==> src/rv_load_pkg.sv <==
`default_nettype none

package rv_load_pkg;

    localparam int xlen   = 64;
    localparam int addr_w = 64;

    // load kinds decoded from the instruction, ld_none for everything else
    typedef enum logic [2:0] {
        ld_none = 3'd0,
        ld_b    = 3'd1,
        ld_h    = 3'd2,
        ld_w    = 3'd3,
        ld_d    = 3'd4,
        ld_bu   = 3'd5,
        ld_hu   = 3'd6,
        ld_wu   = 3'd7
    } load_type_e;

    // one read doubleword seen as bytes, halves or words
    typedef union packed {
        logic [xlen/8-1:0][7:0]   b;
        logic [xlen/16-1:0][15:0] h;
        logic [xlen/32-1:0][31:0] w;
    } dword_view_u;

    // access size in bytes, 0 when not a load
    function automatic int unsigned load_size(load_type_e t);
        case (t)
            ld_b, ld_bu: return 1;
            ld_h, ld_hu: return 2;
            ld_w, ld_wu: return 4;
            ld_d:        return 8;
            default:     return 0;
        endcase
    endfunction

    // signed loads replicate the top bit of the field
    function automatic logic load_signed(load_type_e t);
        return (t == ld_b) || (t == ld_h) || (t == ld_w) || (t == ld_d);
    endfunction

endpackage

`default_nettype wire

==> src/load_align.sv <==
`default_nettype none

module load_align (
    input  rv_load_pkg::load_type_e      load_type,
    input  logic [2:0]                   offset,
    input  logic [rv_load_pkg::xlen-1:0] raw_data,
    output logic [rv_load_pkg::xlen-1:0] aligned_data
);

    localparam int xlen = rv_load_pkg::xlen;

    rv_load_pkg::dword_view_u view;
    logic                     fill;
    logic [7:0]               byte_f;
    logic [15:0]              half_f;
    logic [31:0]              word_f;

    assign view = raw_data;

    // field at the offset, halves and words by their natural slot
    assign byte_f = view.b[offset];
    assign half_f = view.h[offset[2:1]];
    assign word_f = view.w[offset[2]];

    always_comb begin
        fill         = 1'b0;
        aligned_data = raw_data;
        case (load_type)
            rv_load_pkg::ld_b, rv_load_pkg::ld_bu: begin
                fill         = rv_load_pkg::load_signed(load_type) && byte_f[7];
                aligned_data = {{(xlen - 8){fill}}, byte_f};
            end
            rv_load_pkg::ld_h, rv_load_pkg::ld_hu: begin
                fill         = rv_load_pkg::load_signed(load_type) && half_f[15];
                aligned_data = {{(xlen - 16){fill}}, half_f};
            end
            rv_load_pkg::ld_w, rv_load_pkg::ld_wu: begin
                fill         = rv_load_pkg::load_signed(load_type) && word_f[31];
                aligned_data = {{(xlen - 32){fill}}, word_f};
            end
            default: begin
                // full doubleword, nothing to cut
                aligned_data = raw_data;
            end
        endcase
    end

    // natural alignment only, low offset bits below the size must be zero
    always_comb begin
        if (load_type != rv_load_pkg::ld_none) begin
            align_chk: assert final (
                (int'(offset) % rv_load_pkg::load_size(load_type)) == 0)
                else $error("misaligned load, type %s offset %0d",
                            load_type.name(), offset);
        end
    end

endmodule

`default_nettype wire

==> src/load_fsm.sv <==
`default_nettype none

module load_fsm (
    input  logic                           clk,
    input  logic                           rst_n,
    input  rv_load_pkg::load_type_e        load_type,
    input  logic [rv_load_pkg::addr_w-1:0] load_addr,
    input  logic                           ar_ready,
    input  logic                           r_valid,
    input  logic [rv_load_pkg::xlen-1:0]   r_data,
    output logic                           ar_valid,
    output logic [rv_load_pkg::addr_w-1:0] ar_addr,
    output logic                           mem_busy,
    output logic                           load_result_valid,
    output logic [rv_load_pkg::xlen-1:0]   load_data,
    output rv_load_pkg::load_type_e        held_type,
    output logic [2:0]                     held_offset
);

    localparam logic [1:0] st_idle = 2'd0;
    localparam logic [1:0] st_req  = 2'd1;
    localparam logic [1:0] st_wait = 2'd2;
    localparam logic [1:0] st_done = 2'd3;

    logic [1:0] state;
    logic [1:0] state_nxt;
    logic       load_req;
    logic       accept;

    assign load_req = (load_type != rv_load_pkg::ld_none);
    // a load is only taken from idle, done ignores the still-held request
    assign accept   = (state == st_idle) && load_req;

    always_comb begin
        state_nxt = state;
        case (state)
            st_idle: begin
                if (load_req) begin
                    state_nxt = st_req;
                end
            end
            st_req: begin
                // address handshake
                if (ar_ready) begin
                    state_nxt = st_wait;
                end
            end
            st_wait: begin
                if (r_valid) begin
                    state_nxt = st_done;
                end
            end
            default: begin
                state_nxt = st_idle;
            end
        endcase
    end

    always_ff @(posedge clk or negedge rst_n) begin
        if (!rst_n) begin
            state       <= st_idle;
            held_type   <= rv_load_pkg::ld_none;
            held_offset <= 3'd0;
        end else begin
            state <= state_nxt;
            if (accept) begin
                held_type   <= load_type;
                held_offset <= load_addr[2:0];
            end
        end
    end

    // address and returned data
    always_ff @(posedge clk) begin
        if (accept) begin
            ar_addr <= load_addr;
        end
        if ((state == st_wait) && r_valid) begin
            load_data <= r_data;
        end
    end

    assign ar_valid          = (state == st_req);
    assign mem_busy          = (state == st_req) || (state == st_wait);
    assign load_result_valid = (state == st_done);

    // request must stay up and unchanged until the RAM takes it
    ar_hold_chk: assert property (@(posedge clk) disable iff (!rst_n)
        ar_valid && !ar_ready |=> ar_valid && $stable(ar_addr))
        else $error("ar_valid dropped or ar_addr moved before ar_ready");

    // the RAM answers only the one request in flight
    r_wait_chk: assert property (@(posedge clk) disable iff (!rst_n)
        r_valid |-> state == st_wait)
        else $error("r_valid outside of the wait state");

endmodule

`default_nettype wire

==> src/mem_stage.sv <==
`default_nettype none

module mem_stage (
    input  logic                           clk,
    input  logic                           rst_n,
    input  rv_load_pkg::load_type_e        load_type,
    input  logic [rv_load_pkg::xlen-1:0]   src1,
    input  logic [rv_load_pkg::xlen-1:0]   src2,
    input  logic [rv_load_pkg::xlen-1:0]   ex_result,
    input  logic                           ar_ready,
    input  logic                           r_valid,
    input  logic [rv_load_pkg::xlen-1:0]   r_data,
    output logic                           ar_valid,
    output logic [rv_load_pkg::addr_w-1:0] ar_addr,
    output logic                           mem_busy,
    output logic                           load_result_valid,
    output logic [rv_load_pkg::xlen-1:0]   wb_result
);

    logic [rv_load_pkg::addr_w-1:0] load_addr;
    logic [rv_load_pkg::xlen-1:0]   load_data;
    logic [rv_load_pkg::xlen-1:0]   aligned_data;
    rv_load_pkg::load_type_e        held_type;
    logic [2:0]                     held_offset;

    // effective address, base plus offset from execute
    assign load_addr = src1 + src2;

    load_fsm u_fsm (
        .clk               (clk),
        .rst_n             (rst_n),
        .load_type         (load_type),
        .load_addr         (load_addr),
        .ar_ready          (ar_ready),
        .r_valid           (r_valid),
        .r_data            (r_data),
        .ar_valid          (ar_valid),
        .ar_addr           (ar_addr),
        .mem_busy          (mem_busy),
        .load_result_valid (load_result_valid),
        .load_data         (load_data),
        .held_type         (held_type),
        .held_offset       (held_offset)
    );

    // works on the held copy so the pipeline side may move on
    load_align u_align (
        .load_type    (held_type),
        .offset       (held_offset),
        .raw_data     (load_data),
        .aligned_data (aligned_data)
    );

    // writeback mux, load data only in the result cycle
    assign wb_result = load_result_valid ? aligned_data : ex_result;

endmodule

`default_nettype wire

==> config.mk <==
export PLATFORM = sky130hd
export DESIGN_NAME = mem_stage
export DESIGN_NICKNAME = d
export VERILOG_FILES = /design/src/rv_load_pkg.sv /design/src/load_align.sv /design/src/load_fsm.sv /design/src/mem_stage.sv
export SDC_FILE = /design/constraint.sdc
export NUM_CORES = 1
export LEC_CHECK = 0
export BUFFER_PORTS_ARGS = -buffer_cell sky130_fd_sc_hd__buf_2
export CORE_ASPECT_RATIO = 0.5
export CORE_MARGIN = 10
export CORE_UTILIZATION = 46
export DETAILED_ROUTE_END_ITERATION = 16
export GPL_TIMING_DRIVEN = 0
export PLACE_DENSITY = 0.8
export SYNTH_ARGS = -nofsm -noshare
export SYNTH_HDL_FRONTEND = slang
export SYNTH_HIERARCHICAL = 1
export SYNTH_SLANG_ARGS = --single-unit
==> constraint.sdc <==
create_clock -name clk -period 2.6 [get_ports clk]
set_clock_uncertainty 0.05 [all_clocks]
set_input_delay 0.13 -clock clk [delete_from_list [all_inputs] [get_ports clk]]
set_output_delay 0.13 -clock clk [all_outputs]
set_load 0.01 [all_outputs]
# [Yosys cells after proc, flatten, opt, wreduce, memory -nomap -nowiden]
# Cells that the tools add are included.
[word_totals] register_bits=136 input_bits=263
[op_classes] n_addsub=1 order_cmp=3 eq_ne=13 muxes=12 reduce_logical=15
[ops] operator="$pmux 64 s3" count=1
[ops] operator="$add 64x64->64" count=1
[ops] operator="$mux 32" count=2
[ops] operator="$mux 64" count=1
[ops] operator="$bmux 16 s2" count=1
[ops] operator="$bmux 8 s3" count=1
[ops] operator="$mux 16" count=1
[ops] operator="$eq 3x3->1 const B" count=4
[ops] operator="$mux 8" count=1
[ops] operator="$eq 3x2->1 const B" count=2
[ops] operator="$mux 2" count=3
[ops] operator="$pmux 2 s3" count=1
[ops] operator="$reduce_or 2->1" count=3
[ops] operator="$logic_and 1x1->1" count=5
[ops] operator="$eq 2x2->1 const B" count=2
[ops] operator="$logic_or 1x1->1" count=4
[ops] operator="$lt 3x4->1 const B" count=1
[ops] operator="$ne 2x2->1 const B" count=2
[ops] operator="$eq 3x1->1 const B" count=1
[ops] operator="$lt 2x3->1 const B" count=1
[ops] operator="$reduce_and 3->1" count=1
[ops] operator="$reduce_bool 3->1" count=1
[ops] operator="$eq 2x1->1 const B" count=1
[ops] operator="$logic_not 2->1" count=1
[ops] operator="other kinds (2)" count=2

# [Depth between registers and ports, before layout]
[logic_depth] depth_word=7 mapped_depth=11

# [Cells and area by module]
# Netlist, hierarchy kept.
[modules_own_cells] mod="mem_stage" n_inst=1 cells_per_inst=636 area_each_um2=4533.1 seq_area_each_um2=0.0
[modules_own_cells] mod="load_fsm" n_inst=1 cells_per_inst=165 area_each_um2=4264.1 seq_area_each_um2=4043.9
[modules_own_cells] mod="load_align" n_inst=1 cells_per_inst=303 area_each_um2=1885.6 seq_area_each_um2=0.0

# [Least setup slack after synthesis]
# No wires, ideal clock.
[synth_path] path_kind="input port to flip-flop" from="input src1[0] (netlist name)" to="register u_fsm/ar_addr[44] (netlist name), data pin" setup_ps=265 t_arrival_ps=2357 required_ps=2285 setup_slack_ps=-72 stages=11 path_cell_list="ha_1 > fa_1 > a21oi_1 > nor2_1 > nor4_2 > nor2_1 > a21oi_2 > a21oi_1 > o31ai_1 > o21ai_0 > xor2_1"
[synth_between] elab_chain_len=1
[synth_rtl] item="start: declaration" line_no="mem_stage.sv:7" text="input logic [rv_load_pkg::xlen-1:0] src1,"
[synth_rtl] item="$add 64x64->64" line_no="mem_stage.sv:27" text="assign load_addr = src1 + src2;"
[synth_rtl] item="via load_addr, one bit" line_no="mem_stage.sv:20" text="logic [rv_load_pkg::addr_w-1:0] load_addr;"
[synth_rtl] item="end signal: assignment" line_no="load_fsm.sv:76" text="ar_addr <= load_addr;"
[synth_rtl] item="end: declaration" line_no="load_fsm.sv:12" text="output logic [rv_load_pkg::addr_w-1:0] ar_addr,"
# The timed path passes the listed nets, and every way through them passes these cells.
# A chain may end at the register's enable or synchronous reset.

# [Worst setup path after layout]
[layout_path] from="register u_fsm.held_offset[2]" to="output wb_result[4] (netlist name)"
[layout_between] elab_chain_len=4 word_cells_on_any_way=8
[layout_rtl] item="start: declaration" line_no="load_fsm.sv:17" text="output logic [2:0] held_offset"
[layout_rtl] item="start signal: assignment" line_no="load_fsm.sv:68" text="held_offset <= load_addr[2:0];"
[layout_rtl] item="$bmux 8 s3 (tied with other cells)" line_no="load_align.sv:21" text="assign byte_f = view.b[offset];"
[layout_rtl] item="$mux 8 (implied by the code) (tied with other cells)" line_no="load_align.sv:21"
[layout_rtl] item="$pmux 64 s3 (*)" line_no="load_align.sv:28" text="case (load_type)"
[layout_rtl] item="via aligned_data, one bit" line_no="mem_stage.sv:22" text="logic [rv_load_pkg::xlen-1:0] aligned_data;"
[layout_rtl] item="$mux 64 (*)" line_no="mem_stage.sv:55" text="assign wb_result = load_result_valid ? aligned_data : ex_result;"
[layout_rtl] item="end: declaration" line_no="mem_stage.sv:17" text="output logic [rv_load_pkg::xlen-1:0] wb_result"
# The timed path passes the listed nets; every way through them passes the cells marked *. The select of a mux whose other input is x is not followed.

==> metrics.md <==
| Metric | Value |
|---|---|
| Vias per std cell | `about 6.2` |
| Die height | `127.8 um` |
| Detail Placement HPWL | `32.09 mm` |
| Worst reg-to-reg path cell count | `5` |
| CTS root buffer | `clkbuf_16` |
| Crit path required time | `about 2.4 ns` |
| Pwr/cell area | `1051 mW/mm2` |
| DR WL/cell | `about 25 um` |
| Area of the multi-input gates | `0.007038 mm2` |
| First-pass GRT wire length | `68.71 mm` |
| Post-layout min period | `just under 3 ns` |
| WP data arrival | `2.77 ns` |
| Detail Route Antenna Nets | `0` |
| FF/Latch Area | `0.004048 mm2` |
| Number of warnings issued by yosys | `6` |
| Setup slack after placement | `-0.7319 ns` |
| Register area share after synthesis | `0.3785` |
| Mapped Cells | `1104` |
| Failing checks | `negative setup slack` |
| Clock buffer count from CTS | `17` |
| Syn Area/Cell | `roughly 9.7 um2` |
| R2R Path End | `u_fsm/ar_addr[40]` |
| Area leader, netlist | `edfxtp_1` |
| Crit Path Max Fanout | `6` |
| Worst Slack Setup Final | `-0.3528 ns` |
| # DRC | `0` |
| Initial Utilization | `0.4678` |
| Largest net degree at the start of global routing | `43` |
| Leakage Power | `0.007157 uW` |
| Crit end category | `output port` |
| Drt first pass iters | `7` |
| Total GRT Usage | `0.2881` |
| Pins Over Slew Limit | `0` |
| CTS tree | `built` |
| I/O pin count | `slightly below 400` |
| Most common cell on crit path | `mux2_2` |
| Min Hold Slack | `roughly 0.042 ns` |
| Combinational Power Share | `0.622` |
| Max-slew headroom | `0.5404` |
| Die ar. | `0.03009 mm2` |
| # fillers | `1588` |
| Main synth FF type | `edfxtp_1` |
| Final GP Congestion | `0.9298` |
| Die W | `235.5 um` |
| CORE AREA | `0.02284 mm2` |
| Setup TNS | `-11.49 ns` |
| Syn Nets | `around 1400` |
| Yosys top cell area share | `0.3598` |
| Crit-path cells | `buf_8 > buf_4 > bufbuf_16 > mux2_2 > o211ai_1 > a41oi_2 > mux2_2 > buf_2` |
| Crit-path max cell delay | `0.39 ns` |
| Sequential cell fraction of total power | `0.211` |
| TritonCTS Sinks | `136` |
| Crit Path Class | `reg -> out` |
| Final setup violation count | `between 60 and 70` |
| Nets@finish | `between 1500 and 2000` |
| CP Launch Type | `flip-flop` |
| Syn-to-layout area delta | `50.97%` |
| CP max-delay cell | `dfrtp_2` |
| Clk slew on worst S/H paths | `0.06 ns` |
| Worst-margin pin slew | `0.6894 ns` |
| Number of global-route vias before repair | `11940` |
| Area contributors post-synth | `edfxtp_1 36%, mux2_2 8.6%, ha_1 8.0%, nand2_1 4.7%, a21oi_1 3.8%` |
| Switching part of the total | `0.4263` |
| DRT Wirelength | `~50 mm` |
| P_sw | `7227 uW` |
| Via Count | `12170` |
| Ys async rst share | `0.05882` |
| List of most frequent post-synthesis cells | `135 x nand2_1, 128 x edfxtp_1, 82 x a21oi_1, 82 x mux2_2, 68 x ha_1` |
| Synth Cell Area | `~0.011 mm2` |
| GR Overflow Total | `0` |
| Worst VDD drop | `743.5 uV` |
| Max Buffers Root-to-Sink | `2` |
| Synth unique cells | `79` |
| Internal power | `9727 uW` |
| FF-to-FF Start | `u_fsm/state[0]` |
| Hold Path Class | `in -> async` |
| EDFF count, synth | `128` |
| Fmax | `around 340 MHz` |
| Row Count | `39` |
| Top-count cell post-synth | `nand2_1` |
| Initial antenna violation count | `6` |
| Initial drt markers | `1693` |
| # Max-Cap Violations | `0` |
| Total power draw | `16950 uW` |
| Fin. Hold Viols | `0` |
| Synthesized flop and latch total | `around 140` |
| Outcome | `finished, violations left` |
| CTS H-tree depth | `4` |
| FF-to-FF setup slack | `0.16 ns` |
| RSZ-0062 raised after global routing | `true` |
| IO buf count | `roughly 400` |
| Share of post-route cells with drive strength above 1 | `0.4284` |
| Worst skew pair latency | `0.44 ns` |
| Clock share of power | `0.167` |
| Final cycle utilization of the critical path | `1.136` |
state kept, by name, indices dropped and copies added (netlist names):
name	flops
u_fsm/held_offset	3
u_fsm/load_data	64
u_fsm/state	2
u_fsm/held_type	3
u_fsm/ar_addr	64
worst max-delay path by stage:
stage                               startpoint                end  depth (start not counted)
after floorplan                        src1[0]  u_fsm/ar_addr[44]                         11
after global placement                 src1[0]  u_fsm/ar_addr[44]                         12
after detailed placement               src1[0]  u_fsm/ar_addr[44]                         12
after CTS                 u_fsm/held_offset[2]       wb_result[0]                          6
after global routing      u_fsm/held_offset[2]       wb_result[2]                          8
final                     u_fsm/held_offset[2]       wb_result[4]                          8
cell families after synthesis:
kind of cell             after synthesis  share of synthesized area
AND/OR/NAND/NOR                      356                     0.1603
AO/OA/AOI/OAI                        293                     0.1840
buffers and inverters                 85                    0.03385
multiplexers                         106                     0.1134
XOR/XNOR                              59                    0.04837
adder cells (fa/ha/maj)               69                    0.08152
flip-flops                           136                     0.3785
through the flow:
stage               area, um2  std cells    util
finish                  16130       1963  0.7062
global route            16120       1959  0.7058
CTS                     15570       1934  0.6819
detailed placement      13080       1806  0.5727
global placement        13040       1804  0.5710
floorplan               10690       1104       -
routing by layer:
| layer | vias to the layer above | GRT usage | part of all wire |
|---|---|---|---|
| met5 | - | 0 | 0 |
| met4 | 0 | 0.1758 | 0.072 |
| met3 | 305 | 0.06911 | 0.090 |
| met2 | 918 | 0.5132 | 0.49 |
| met1 | 5706 | 0.3099 | 0.35 |
| li1 | 5237 | - | - |
layout by cell type, fill, tap and decap left out, drive strengths merged, types with 13 or more instances in the layout:
master	Yosys	final
a21o	32	32
a21oi	85	85
a31oi	17	17
buf	22	466
clkbuf	40	54
dlygate4sd3	0	69
edfxtp	128	128
ha	68	68
inv	22	26
mux2	87	87
mux2i	16	16
nand2	135	135
nand2b	21	21
nand3	53	53
nand4	18	18
nor2	60	60
nor2b	13	13
o211ai	17	17
o21ai	53	53
o21bai	14	14
xnor2	41	41
xor2	18	18
power groups by stage:
stage                     sequential, uW  combinational [uW]  clock [uW]
after floorplan                     3630                4470           0
after global placement              3550                6920           0
after detailed placement            3540                7080           0
after CTS                           3510                9030        2840
after global routing                3600               10900        2970
final                               3570               10500        2840
final cells by class:
class                           instances  area share
Multi-Input combinational cell        883      0.4364
Sequential cell                       136      0.2510
Timing Repair Buffer                  515      0.2157
Clock buffer                           17     0.02638
Buffer                                 59     0.02498
Tap cell                              307     0.02382
Clock inverter                         15     0.01482
Inverter                               23    0.005663
Antenna cell                            8    0.001241
worst max-delay path, delay by kind of cell, from the launching register on:
kind | cells | cell delay (ns)
compound gates | 2 | 0.52
flops | 1 | 0.39
mux | 2 | 0.68
buf+inv | 4 | 0.74
repair_timing:
action / CTS / global route
setup buffers: 22 / 22
resized for setup: 201 / 81
setup endpoints to repair: 69 / 79
gates cloned: 6 / 1
pin swaps: 21 / 21
hold buffers: 69 / 0
hold endpoints to repair: 76 / 0
No activity file was read; power rests on OpenSTA's default activity.
